**src/dbg_i2c_pkg.sv**
```systemverilog
// Shared widths, FSM encodings and command byte layout of the I2C debug front end
package dbg_i2c_pkg;

  // ==============================
  // Widths
  // ==============================

  localparam int DBG_ADDR_W = 6;   // Debug register address
  localparam int DBG_DATA_W = 16;  // Debug register word
  localparam int I2C_BYTE_W = 8;   // One byte on the bus

  // ==============================
  // State encodings
  // ==============================

  // Byte protocol FSM of the link layer
  typedef enum logic [2:0] {
    RX_ADDR     = 3'h0,  // Device address and R/W bit
    RX_ADDR_ACK = 3'h1,  // Slave ACKs the address
    RX_DATA     = 3'h2,  // Data byte from master
    RX_DATA_ACK = 3'h3,  // Slave ACKs the data byte
    TX_DATA     = 3'h4,  // Data byte to master
    TX_DATA_ACK = 3'h5   // Master ACK or NACK
  } i2c_state_e;

  // Debug command FSM
  typedef enum logic [2:0] {
    RX_CMD     = 3'h0,  // Waiting for command byte
    RX_BYTE_LO = 3'h1,
    RX_BYTE_HI = 3'h2,
    TX_BYTE_LO = 3'h3,
    TX_BYTE_HI = 3'h4
  } dbg_state_e;

  // ==============================
  // Command byte
  // ==============================

  // Same received byte, seen as plain data or as a debug command
  typedef union packed {
    logic [I2C_BYTE_W-1:0] data;      // Raw byte
    struct packed {
      logic                  wr;      // 1 = register write, 0 = read
      logic                  bw;      // 1 = 8-bit access, 0 = 16-bit
      logic [DBG_ADDR_W-1:0] addr;    // Debug register address
    } cmd;
  } dbg_cmd_u;

endpackage

```
**src/dbg_i2c.sv**
```systemverilog
// I2C debug interface top, line filter feeding link layer and command layer
`timescale 1ns/1ps

module dbg_i2c import dbg_i2c_pkg::*; #(
  parameter logic [6:0] I2C_ADDR = 7'h50  // Device address on the bus
) (
  input  logic                  dbg_clk,
  input  logic                  dbg_rst,
  input  logic                  dbg_i2c_scl,
  input  logic                  dbg_i2c_sda_in,
  output logic                  dbg_i2c_sda_out,  // 0 pulls SDA low
  output logic [DBG_ADDR_W-1:0] dbg_addr,
  output logic [DBG_DATA_W-1:0] dbg_din,
  output logic                  dbg_wr,
  output logic                  dbg_rd,
  input  logic [DBG_DATA_W-1:0] dbg_dout
);

  // Filtered bus
  logic scl;
  logic sda;
  logic scl_fe;
  logic scl_re;
  logic sda_fe;
  logic sda_re;
  logic scl_sample;

  // Link to command layer
  dbg_cmd_u              rx_byte;
  logic                  rx_byte_done;
  logic                  tx_byte_done;
  logic [I2C_BYTE_W-1:0] tx_byte;

  dbg_i2c_line_filter i_line_filter (
    .dbg_clk    (dbg_clk),
    .dbg_rst    (dbg_rst),
    .scl_pin    (dbg_i2c_scl),
    .sda_pin    (dbg_i2c_sda_in),
    .scl        (scl),
    .sda        (sda),
    .scl_fe     (scl_fe),
    .scl_re     (scl_re),
    .sda_fe     (sda_fe),
    .sda_re     (sda_re),
    .scl_sample (scl_sample)
  );

  dbg_i2c_link #(
    .I2C_ADDR (I2C_ADDR)
  ) i_link (
    .dbg_clk      (dbg_clk),
    .dbg_rst      (dbg_rst),
    .scl          (scl),
    .sda          (sda),
    .scl_fe       (scl_fe),
    .scl_re       (scl_re),
    .sda_fe       (sda_fe),
    .sda_re       (sda_re),
    .scl_sample   (scl_sample),
    .tx_byte      (tx_byte),
    .rx_byte      (rx_byte),
    .rx_byte_done (rx_byte_done),
    .tx_byte_done (tx_byte_done),
    .sda_out      (dbg_i2c_sda_out)
  );

  dbg_i2c_cmd i_cmd (
    .dbg_clk      (dbg_clk),
    .dbg_rst      (dbg_rst),
    .rx_byte      (rx_byte),
    .rx_byte_done (rx_byte_done),
    .tx_byte_done (tx_byte_done),
    .dbg_dout     (dbg_dout),
    .tx_byte      (tx_byte),
    .dbg_addr     (dbg_addr),
    .dbg_din      (dbg_din),
    .dbg_wr       (dbg_wr),
    .dbg_rd       (dbg_rd)
  );

endmodule

```
**src/dbg_i2c_cmd.sv**
```systemverilog
// Debug command layer turning received bytes into register reads and writes
`timescale 1ns/1ps

module dbg_i2c_cmd import dbg_i2c_pkg::*; (
  input  logic                  dbg_clk,
  input  logic                  dbg_rst,
  input  dbg_cmd_u              rx_byte,
  input  logic                  rx_byte_done,
  input  logic                  tx_byte_done,
  input  logic [DBG_DATA_W-1:0] dbg_dout,   // Register read data
  output logic [I2C_BYTE_W-1:0] tx_byte,
  output logic [DBG_ADDR_W-1:0] dbg_addr,
  output logic [DBG_DATA_W-1:0] dbg_din,
  output logic                  dbg_wr,     // One-cycle write strobe
  output logic                  dbg_rd      // One-cycle read strobe
);

  dbg_state_e            state;
  dbg_state_e            state_nxt;
  logic                  dbg_bw;       // 1 = 8-bit access
  logic                  cmd_valid;
  logic                  rx_lo_valid;
  logic                  rx_hi_valid;
  logic [I2C_BYTE_W-1:0] din_lo;
  logic [I2C_BYTE_W-1:0] din_hi;

  // ==============================
  // Command FSM
  // ==============================

  always_comb begin
    state_nxt = state;
    case (state)
      RX_CMD: begin
        if (rx_byte_done) begin
          state_nxt = rx_byte.cmd.wr ? RX_BYTE_LO : TX_BYTE_LO;
        end
      end
      RX_BYTE_LO: begin
        if (rx_byte_done) begin
          state_nxt = dbg_bw ? RX_CMD : RX_BYTE_HI;  // High byte skipped in 8-bit mode
        end
      end
      RX_BYTE_HI: begin
        if (rx_byte_done) begin
          state_nxt = RX_CMD;
        end
      end
      TX_BYTE_LO: begin
        if (tx_byte_done) begin
          state_nxt = dbg_bw ? RX_CMD : TX_BYTE_HI;
        end
      end
      TX_BYTE_HI: begin
        if (tx_byte_done) begin
          state_nxt = RX_CMD;
        end
      end
      default: state_nxt = RX_CMD;
    endcase
  end

  always_ff @(posedge dbg_clk or posedge dbg_rst) begin
    if (dbg_rst) begin
      state <= RX_CMD;
    end else begin
      state <= state_nxt;
    end
  end

  assign cmd_valid   = (state == RX_CMD) & rx_byte_done;
  assign rx_lo_valid = (state == RX_BYTE_LO) & rx_byte_done;
  assign rx_hi_valid = (state == RX_BYTE_HI) & rx_byte_done;

  // ==============================
  // Register access
  // ==============================

  // Address and width held from the command byte
  always_ff @(posedge dbg_clk or posedge dbg_rst) begin
    if (dbg_rst) begin
      dbg_bw   <= 1'b0;
      dbg_addr <= '0;
    end else if (cmd_valid) begin
      dbg_bw   <= rx_byte.cmd.bw;
      dbg_addr <= rx_byte.cmd.addr;
    end
  end

  // Write word, low byte first
  always_ff @(posedge dbg_clk or posedge dbg_rst) begin
    if (dbg_rst) begin
      din_lo <= '0;
      din_hi <= '0;
    end else if (rx_lo_valid) begin
      din_lo <= rx_byte.data;
      din_hi <= '0;                 // Clean high half for byte writes
    end else if (rx_hi_valid) begin
      din_hi <= rx_byte.data;
    end
  end

  assign dbg_din = {din_hi, din_lo};

  // Strobes, one cycle after the completing byte
  always_ff @(posedge dbg_clk or posedge dbg_rst) begin
    if (dbg_rst) begin
      dbg_wr <= 1'b0;
      dbg_rd <= 1'b0;
    end else begin
      dbg_wr <= dbg_bw ? rx_lo_valid : rx_hi_valid;
      dbg_rd <= cmd_valid & ~rx_byte.cmd.wr;  // Fetch ahead of the read transfer
    end
  end

  // Half of the read word for the link layer
  assign tx_byte = (state == TX_BYTE_HI) ? dbg_dout[DBG_DATA_W-1:I2C_BYTE_W]
                                         : dbg_dout[I2C_BYTE_W-1:0];

endmodule

```
**src/dbg_i2c_line_filter.sv**
```systemverilog
// SCL/SDA input conditioning with synchronizers, glitch filter and edge strobes
`timescale 1ns/1ps

module dbg_i2c_line_filter (
  input  logic dbg_clk,
  input  logic dbg_rst,
  input  logic scl_pin,     // Raw SCL from the bus
  input  logic sda_pin,     // Raw SDA from the bus
  output logic scl,         // Filtered SCL level
  output logic sda,         // Filtered SDA level
  output logic scl_fe,
  output logic scl_re,
  output logic sda_fe,
  output logic sda_re,
  output logic scl_sample   // Mid high phase strobe for SDA sampling
);

  // Both lines handled side by side, bit 0 = SCL, bit 1 = SDA
  logic [1:0] pin;
  logic [1:0] sync_q1;
  logic [1:0] sync_q2;
  logic [1:0] buf_q1;
  logic [1:0] buf_q2;
  logic [1:0] filt;
  logic [1:0] filt_dly;
  logic [1:0] fall;
  logic [1:0] rise;
  logic [1:0] scl_re_dly;

  assign pin = {sda_pin, scl_pin};

  // ==============================
  // Synchronizer and filter
  // ==============================

  // Two-flop synchronizer, idle bus is high
  always_ff @(posedge dbg_clk or posedge dbg_rst) begin
    if (dbg_rst) begin
      sync_q1 <= 2'b11;
      sync_q2 <= 2'b11;
    end else begin
      sync_q1 <= pin;
      sync_q2 <= sync_q1;
    end
  end

  // History for the majority window
  always_ff @(posedge dbg_clk or posedge dbg_rst) begin
    if (dbg_rst) begin
      buf_q1 <= 2'b11;
      buf_q2 <= 2'b11;
    end else begin
      buf_q1 <= sync_q2;
      buf_q2 <= buf_q1;
    end
  end

  // 2 out of 3 vote drops single-cycle glitches
  assign filt = (sync_q2 & buf_q1) | (sync_q2 & buf_q2) | (buf_q1 & buf_q2);

  // ==============================
  // Edges and sample strobe
  // ==============================

  always_ff @(posedge dbg_clk or posedge dbg_rst) begin
    if (dbg_rst) begin
      filt_dly   <= 2'b11;
      scl_re_dly <= 2'b00;
    end else begin
      filt_dly   <= filt;
      scl_re_dly <= {scl_re_dly[0], scl_re};  // SCL rise pipeline
    end
  end

  assign fall = filt_dly & ~filt;
  assign rise = ~filt_dly & filt;

  assign scl        = filt[0];
  assign sda        = filt[1];
  assign scl_fe     = fall[0];
  assign scl_re     = rise[0];
  assign sda_fe     = fall[1];
  assign sda_re     = rise[1];
  assign scl_sample = scl_re_dly[1];  // Two cycles after the rise

endmodule

```
**src/dbg_i2c_link.sv**
```systemverilog
// I2C slave byte protocol with start/stop detection, shifter and SDA driver
`timescale 1ns/1ps

module dbg_i2c_link import dbg_i2c_pkg::*; #(
  parameter logic [6:0] I2C_ADDR = 7'h50  // 7-bit device address
) (
  input  logic                  dbg_clk,
  input  logic                  dbg_rst,
  input  logic                  scl,
  input  logic                  sda,
  input  logic                  scl_fe,
  input  logic                  scl_re,
  input  logic                  sda_fe,
  input  logic                  sda_re,
  input  logic                  scl_sample,
  input  logic [I2C_BYTE_W-1:0] tx_byte,       // Next byte for the master
  output dbg_cmd_u              rx_byte,
  output logic                  rx_byte_done,  // Data byte in, not address
  output logic                  tx_byte_done,
  output logic                  sda_out        // Open drain, 0 pulls low
);

  // ==============================
  // Start, stop and activity
  // ==============================

  logic       start_det;
  logic       stop_det;
  logic       addr_miss;
  logic       active_q;
  logic       active;
  logic       i2c_init;
  i2c_state_e state;
  i2c_state_e state_nxt;
  logic [8:0] shift_q;      // Byte plus marker bit
  logic [8:0] shift_nxt;
  logic       shift_rx_en;
  logic       shift_tx_en;
  logic       shift_tx_en_pre;
  logic       shift_rx_done;
  logic       shift_tx_done;
  logic       rx_init;
  logic       tx_init;
  logic       rx_shift;
  logic       tx_shift;

  assign start_det = sda_fe & scl;  // SDA falls with SCL high
  assign stop_det  = sda_re & scl;  // SDA rises with SCL high

  always_ff @(posedge dbg_clk or posedge dbg_rst) begin
    if (dbg_rst) begin
      active_q <= 1'b0;
    end else if (start_det) begin
      active_q <= 1'b1;
    end else if (stop_det || addr_miss) begin
      active_q <= 1'b0;  // Bus released or not for us
    end
  end

  assign active   = active_q & ~stop_det;
  assign i2c_init = ~active | start_det;  // Parks FSM and shifter

  // ==============================
  // Byte protocol FSM
  // ==============================

  always_comb begin
    state_nxt = state;
    if (i2c_init) begin
      state_nxt = RX_ADDR;
    end else begin
      case (state)
        RX_ADDR: begin
          if (shift_rx_done && !addr_miss) begin
            state_nxt = RX_ADDR_ACK;
          end
        end
        RX_ADDR_ACK: begin
          if (scl_fe) begin
            state_nxt = shift_q[0] ? TX_DATA : RX_DATA;  // R/W bit
          end
        end
        RX_DATA: begin
          if (shift_rx_done) begin
            state_nxt = RX_DATA_ACK;
          end
        end
        RX_DATA_ACK: begin
          if (scl_fe) begin
            state_nxt = RX_DATA;
          end
        end
        TX_DATA: begin
          if (shift_tx_done) begin
            state_nxt = TX_DATA_ACK;
          end
        end
        TX_DATA_ACK: begin
          if (scl_fe) begin
            state_nxt = sda ? RX_ADDR : TX_DATA;  // NACK ends the read
          end
        end
        default: state_nxt = RX_ADDR;
      endcase
    end
  end

  always_ff @(posedge dbg_clk or posedge dbg_rst) begin
    if (dbg_rst) begin
      state <= RX_ADDR;
    end else begin
      state <= state_nxt;
    end
  end

  // ==============================
  // Shift register
  // ==============================

  assign shift_rx_en     = (state == RX_ADDR) | (state == RX_DATA) | (state == RX_DATA_ACK);
  assign shift_tx_en     = (state == TX_DATA) | (state == TX_DATA_ACK);
  assign shift_tx_en_pre = (state_nxt == TX_DATA) | (state_nxt == TX_DATA_ACK);

  // Marker reaches bit 8 once 8 bits are in, or once 8 bits are out
  assign shift_rx_done = shift_rx_en & scl_fe & shift_q[8];
  assign shift_tx_done = shift_tx_en & scl_fe & (shift_q == 9'h100);

  assign rx_init  = i2c_init
                  | ((state == RX_ADDR_ACK) & scl_fe & ~shift_q[0])
                  | ((state == RX_DATA_ACK) & scl_fe);
  assign tx_init  = ((state == RX_ADDR_ACK) & scl_re & shift_q[0])
                  | ((state == TX_DATA_ACK) & scl_re);
  assign rx_shift = shift_rx_en & scl_sample;
  assign tx_shift = shift_tx_en_pre & scl_fe & (shift_q != 9'h100);

  always_comb begin
    if (rx_init) begin
      shift_nxt = 9'h001;                     // Empty, marker at bit 0
    end else if (tx_init) begin
      shift_nxt = {tx_byte, 1'b1};            // Load byte for master
    end else if (rx_shift) begin
      shift_nxt = {shift_q[7:0], sda};
    end else if (tx_shift) begin
      shift_nxt = {shift_q[7:0], 1'b0};
    end else begin
      shift_nxt = shift_q;
    end
  end

  always_ff @(posedge dbg_clk or posedge dbg_rst) begin
    if (dbg_rst) begin
      shift_q <= 9'h001;
    end else begin
      shift_q <= shift_nxt;
    end
  end

  // Address byte compare, R/W bit excluded
  assign addr_miss = (state == RX_ADDR) & shift_rx_done & (shift_q[7:1] != I2C_ADDR);

  assign rx_byte.data = shift_q[7:0];
  assign rx_byte_done = shift_rx_done & (state == RX_DATA);
  assign tx_byte_done = shift_tx_done;

  // ==============================
  // SDA driver
  // ==============================

  // Changes only while SCL is low
  always_ff @(posedge dbg_clk or posedge dbg_rst) begin
    if (dbg_rst) begin
      sda_out <= 1'b1;
    end else if (scl_fe) begin
      sda_out <= ~((state_nxt == RX_ADDR_ACK) ||
                   (state_nxt == RX_DATA_ACK) ||
                   (tx_shift && !shift_q[8]));  // ACK or a 0 data bit
    end
  end

endmodule

```
**config.mk**
```make
export PLATFORM = sky130hd
export DESIGN_NAME = dbg_i2c
export DESIGN_NICKNAME = d
export VERILOG_FILES = /design/src/dbg_i2c_pkg.sv /design/src/dbg_i2c.sv /design/src/dbg_i2c_cmd.sv /design/src/dbg_i2c_line_filter.sv /design/src/dbg_i2c_link.sv
export SDC_FILE = /design/constraint.sdc
export NUM_CORES = 1
export LEC_CHECK = 0
export BUFFER_PORTS_ARGS = -buffer_cell sky130_fd_sc_hd__buf_4
export CAP_MARGIN = 20
export CORE_AREA = 3 3 70 72
export DETAILED_ROUTE_END_ITERATION = 12
export DIE_AREA = 0 0 73 75
export GPL_TIMING_DRIVEN = 0
export HOLD_SLACK_MARGIN = 0.06
export PLACE_DENSITY = 0.79
export SYNTH_ARGS = -nofsm -noshare
export SYNTH_HDL_FRONTEND = slang
export SYNTH_SLANG_ARGS = --single-unit
```
**constraint.sdc**
```tcl
create_clock -name dbg_clk -period 5.75 [get_ports dbg_clk]
set_input_delay 0.575 -clock dbg_clk [delete_from_list [all_inputs] [get_ports dbg_clk]]
set_output_delay 0.575 -clock dbg_clk [all_outputs]
set_load 0.02 [all_outputs]
```
## Word level (Yosys, flattened, before mapping)

Cells that the tools add are included.

| operators by class | value |
|---|---|
| bitwise logic cells | 45 |
| reduce and logical (&&, ||, !) cells | 13 |
| multiplexer cells | 29 |
| eq/ne operators | 21 |

Operators by type and width:

| operator | number |
|---|---|
| $mux W3 | 15 |
| $mux W9 | 4 |
| $mux W8 | 3 |
| $and A1 B1 Y1 | 23 |
| $pmux W3 S6 | 1 |
| $eq A3 B2 Y1 const B | 5 |
| $eq A3 B3 Y1 const B | 5 |
| $pmux W3 S5 | 1 |
| $and A2 B2 Y2 | 5 |
| $ne A2 B1 Y1 const B | 5 |
| $eq A3 B1 Y1 const B | 3 |
| $eq A9 B9 Y1 const B | 1 |
| $ne A9 B9 Y1 const B | 1 |
| $or A1 B1 Y1 | 8 |
| $ne A7 B7 Y1 const B | 1 |
| $logic_not A3 Y1 | 2 |
| $not A1 Y1 | 5 |
| $reduce_and A5 Y1 | 1 |
| $mux W2 | 2 |
| $not A2 Y2 | 2 |
| $or A2 B2 Y2 | 2 |
| $reduce_bool A2 Y1 | 2 |
| $reduce_bool A4 Y1 | 1 |
| $logic_or A1 B1 Y1 | 3 |
| other kinds (3) | 7 |

| word-level totals | value |
|---|---|
| register bits | 54 |
| word-level logic and storage cells | 125 |
| output and inout port bits | 25 |
| input port bits | 20 |

## Logic depth before layout (Yosys ltp)

| logic depth | value |
|---|---|
| depth after elaboration | 22 |
| depth in mapped cells | 9 |
| depth with buffers taken out | 7 |

## Hierarchy

A second synthesis with hierarchy kept.

| unflattened totals | value |
|---|---|
| cell total of the unflattened synthesis | 231 |
| area, all modules | 2745.1 sq um |

By module, submodules not included:

| module | area each (sq um) | times used | sequential area each (sq um) | cells an instance |
|---|---|---|---|---|
| dbg_i2c_cmd | 1290.0 | 1 | 700.7 | 102 |
| dbg_i2c_link | 1091.0 | 1 | 352.8 | 110 |
| dbg_i2c_line_filter | 364.1 | 1 | 312.8 | 19 |

## Worst setup path before layout

No wires, ideal clock.

| path | value |
|---|---|
| kind | register to register |
| start | register i_line_filter.sync_q2[0] |
| end | register i_cmd.din_lo[0] |
| path buffers | 1 |
| library setup time | 125 ps |
| slack | 3609 ps |
| clock period less this slack | 2141 ps |
| arrival time | 2017 ps |
| stages on the path, launching flop included | 8 |
| required time | 5625 ps |
| path through | dfstp_2 > o21a_1 > a21oi_2 > inv_1 > or3_1 > buf_2 > nor4_4 > mux2_2 |

| on the way | value |
|---|---|
| word-level cells in the longest chain between the ends | 9 |
| elaborated cells on any way between the ends | 10 |
| classes of those cells | bitwise: 10 |

RTL lines:

| item | line | text |
|---|---|---|
| start, declared | dbg_i2c_line_filter.sv:21 | `logic [1:0] sync_q2;` |
| start signal, assigned | dbg_i2c_line_filter.sv:43 | `sync_q2 <= sync_q1;` |
| $and A2 B2 Y2 | dbg_i2c_line_filter.sv:59 | `assign filt = (sync_q2 & buf_q1) \| (sync_q2 & buf_q2) \| (buf_q1 & buf_q2);` |
| $or A2 B2 Y2 (*) (2 in series) | dbg_i2c_line_filter.sv:59 |  |
| $not A2 Y2 (*) | dbg_i2c_line_filter.sv:75 | `assign fall = filt_dly & ~filt;` |
| $and A2 B2 Y2 (*) | dbg_i2c_line_filter.sv:75 |  |
| $and A1 B1 Y1 (*) (2 in series) | dbg_i2c_link.sv:125 | `assign shift_rx_done = shift_rx_en & scl_fe & shift_q[8];` |
| $and A1 B1 Y1 (*) | dbg_i2c_link.sv:162 | `assign rx_byte_done = shift_rx_done & (state == RX_DATA);` |
| $and A1 B1 Y1 (*) | dbg_i2c_cmd.sv:72 | `assign rx_lo_valid = (state == RX_BYTE_LO) & rx_byte_done;` |
| end signal, assigned | dbg_i2c_cmd.sv:96 | `din_lo <= rx_byte.data;` |
| end, declared | dbg_i2c_cmd.sv:24 | `logic [I2C_BYTE_W-1:0] din_lo;` |

Mark *: on every way between the ends. The rest lies on a longest branch, timed or not.
A chain may end at the register's enable or synchronous reset.

## Worst setup path in the final report

| path | value |
|---|---|
| start | register i_line_filter.sync_q2[0] |
| end | register i_cmd.din_hi[1] |

| on the way | value |
|---|---|
| word-level cells in the longest chain between the ends | 10 |
| elaborated cells on any way between the ends | 13 |
| classes of those cells | mux: 1; bitwise: 11; reduce/logical: 1 |

RTL lines:

| item | line | text |
|---|---|---|
| $and A2 B2 Y2 | dbg_i2c_line_filter.sv:59 |  |
| $or A2 B2 Y2 (*) (2 in series) | dbg_i2c_line_filter.sv:59 |  |
| $not A2 Y2 (*) | dbg_i2c_line_filter.sv:75 |  |
| $and A2 B2 Y2 (*) | dbg_i2c_line_filter.sv:75 |  |
| $and A1 B1 Y1 (*) (2 in series) | dbg_i2c_link.sv:125 |  |
| $and A1 B1 Y1 (*) | dbg_i2c_link.sv:162 |  |
| $and A1 B1 Y1 (on tied branches) | dbg_i2c_cmd.sv:72, dbg_i2c_cmd.sv:73 |  |
| $mux W8 or $reduce_bool A2 Y1 (tied branches) | - |  |
| end signal, assigned | dbg_i2c_cmd.sv:99 | `din_hi <= rx_byte.data;` |
| end, declared | dbg_i2c_cmd.sv:25 | `logic [I2C_BYTE_W-1:0] din_hi;` |

Marks and branches as above.

==> flow_summary.ini <==
[setup_path]
r2r_setup_slack_ns = 3.31
setup.worst_path.end_class = flop
r2r_end = i_cmd.din_hi[1]
critPathSlowestCell = nor4_4
cp.required_ns = 5.96
cp-start-kind = flop
crit_arrival_ns = 2.65
cp_cell_sequence = o21a_1, a21oi_2, inv_1, or3_1, buf_2, nor4_4, nor2_2, a22o_1
regToRegStartpoint = i_line_filter.sync_q2[0]
critPathKind = flop to flop
reg2regPathDepth = 8
cp_max_fo = 10
max_stage_delay_ns = 0.55

[clock_network]
cts_hold_buf = 0
post_cts.repair.setup_buffers = 0
cts-root-buf = clkbuf_8
cts.path.max_buffers = 2
insertion_delay_ns = 0.31
cts_tree = yes
cts_resized = 0
cts-htree-levels = 2
cts.reportedPaths.clkPinSlew_ns = 0.09
cts.sinks = 54
cts-buffers-inserted = 5

[layout]
fillers = 331
drive_gt1_share_pct = 39.92
regArea_um2 = 1366
area_growth_pct = 20.94
fin_util_pct = 67.70
antenna_cells = 0
multi_input_area_um2 = 982.2
fin_nets = 267

[synthesis]
ys_warn_count = 0
netlist_area_um2 = 2437
syn_inst = 195
synth-edff-count = 0
synth_seq_cells = 54
synth_cell_types = 48
seq_area_frac_synth_pct = 56.06
async_flop_share_pct = 100.0
synth_fp_nets = 215
synth_top_flop_cell = dfrtp_1
avgSynthCellArea_um2 = 12.50
yosysTopAreaCell = dfrtp_1
post-synth-top-count-cell = dfrtp_1
netlist_top_cells_count = 42 x dfrtp_1, 24 x mux2_2, 15 x inv_1
synth.area.top_cells = dfrtp_1 43%, dfstp_2 13%, mux2_2 11%, a221oi_1 2.9%, a22o_1 2.9%
yosysTopAreaCellShare_pct = 43.12

[global_routing]
antenna_found_initial = 0
grt_pass1_wl_um = 8231
grt_max_degree = 30
grt_usage_pct = 19.93
grt_overflow = 0
grt_pass1_vias = 1702

[timing]
finalMaxSlewViolations = 0
final-setup-viol-count = 0
grt_setup_unrepaired = no
finClkSkew_ns = 0.007977
post-route-period-util_pct = 42.45
fin_tns_setup_ns = 0
finalHoldViolCount = 0
setup_ws_ns = 3.309
worst_slew_pin_slew_ns = 0.7950
final.min_clock_period_ns = 2.441
fmax_mhz = 409.6
maxSlewHeadroom_pct = 46.77

[pwr]
power.leakage_nw = 1.335
power.density_nw_per_um2 = 231.3
ir_worst_vdd_uv = 191.2

[floorplanning]
fp.coreArea_um2 = 4354
die_w_um = 73
row_count = 24
dieArea_um2 = 5475
pin_count = 45
start_util_pct = 55.98
die_y_um = 75

[hold_path]
hp-class = input port to asynchronous set/reset pin

[routing]
num_vias = 1795
totalWireLength_um = 5007
first_iter_violations = 169
first_pass_iters = 4
wl_per_cell_um = 16.69
ant_nets = 0
drc = 0
via_per_inst = 5.983

[flow_run]
drv_cap = 0

[placement]
port_buffers = 44
dpl_worst_slack_ns = 3.297
hpwlAfterDp_um = 3572
gp_congestion = 0.8665

[status]
status = finished, final reports clean
-- kinds of logic (layout without fill, tap and decap cells) --
kind of cell | count (synthesis) | count (layout) | share of synthesized area, %
DFF | 54 | 54 | 56.06
adders and majority gates | 1 | 1 | 0.4107
muxes | 24 | 24 | 11.09
and+or+nand+nor | 40 | 40 | 11.45
buffers and inverters | 23 | 76 | 3.645
AOI/OAI and AO/OA | 51 | 51 | 16.63
xor gates and xnor gates | 2 | 2 | 0.7188
-- worst max-delay path, delay by kind of cell (launching register included) --
family	cells	cell delay, ns
AND/OR/NAND/NOR	3	1.11
buffers and inverters	2	0.27
flip-flops	1	0.39
AO/OA/AOI/OAI	3	0.58
-- routing by layer --
layer  global-route usage [%]  vias to the layer above  part of all wire (%)
li1                         -                      844                     -
met1                    27.71                      876                    45
met2                    30.69                       64                    46
met3                    4.940                       11                   7.1
met4                    6.762                        0                   2.1
met5                        0                        -                     0
-- sequential cells by signal (all words and copies together), names as in the netlist --
name and flops:
i_cmd.dbg_wr 1, i_cmd.din_lo 8, i_cmd.dbg_addr 6, i_line_filter.buf_q1 2, i_cmd.dbg_rd 1, i_line_filter.scl_re_dly 2, i_link.shift_q 9, i_line_filter.filt_dly 2
i_link.sda_out 1, i_cmd.din_hi 8, i_link.state 3, i_line_filter.sync_q2 2, i_cmd.dbg_bw 1, i_cmd.state 3, i_line_filter.buf_q2 2, i_link.active_q 1
i_line_filter.sync_q1 2
-- cells in the final DEF (no fill, tap or decap), types with 3 or more instances in the layout --
cell	instances
dfrtp_1	42
a21oi_1	4
a31oi_1	3
a22o_1	8
o21ai_0	3
buf_4	44
a221oi_1	8
nor2_1	6
o221ai_1	8
mux2_2	24
nor2b_1	5
nand3_1	4
inv_1	14
clkbuf_8	6
dfstp_2	12
clkbuf_1	5
nor3_1	3
nand2_1	3
-- how the worst max path moves through the flow --
| stage | end | start | depth (start not counted) | slack [ns] |
|---|---|---|---|---|
| after floorplan | i_cmd.din_lo[0] | i_line_filter.sync_q2[0] | 7 | 3.61 |
| after global placement | i_cmd.dbg_addr[2] | dbg_rst | 2 | 3.25 |
| after detailed placement | i_cmd.din_hi[3] | i_line_filter.sync_q2[0] | 8 | 3.30 |
| after CTS | i_cmd.din_hi[3] | i_line_filter.sync_q2[0] | 8 | 3.27 |
| after global routing | i_cmd.din_hi[1] | i_line_filter.sync_q2[0] | 8 | 3.14 |
| final | i_cmd.din_hi[1] | i_line_filter.sync_q2[0] | 8 | 3.31 |
-- area by class of cell --
class | instances | share of cell area (%)
clock buffer | 6 | 2.801
timing repair buffer | 45 | 11.88
inverter | 15 | 1.910
sequential | 54 | 46.35
tap | 52 | 2.207
buffer | 8 | 1.104
multi-input combinational | 118 | 33.32
clock inverter | 2 | 0.4244
-- where the power goes --
group          internal [mW]  switching, mW
logic                 0.0282         0.0342
clock network         0.0970          0.118
registers              0.393         0.0110
total                  0.519          0.163
-- through the flow --
stage	hold WS, ns	power (mW)	instances	area (um2)
after floorplan	0.3312	0.4489	195	2437
after global placement	0.3351	0.4703	291	2833
after detailed placement	0.3435	0.4740	292	2853
after CTS	0.3262	0.6881	300	2948
after global routing	0.3502	0.7118	300	2948
final	0.3166	0.6819	300	2948
Note: power is estimated with default switching activity, not from simulation.
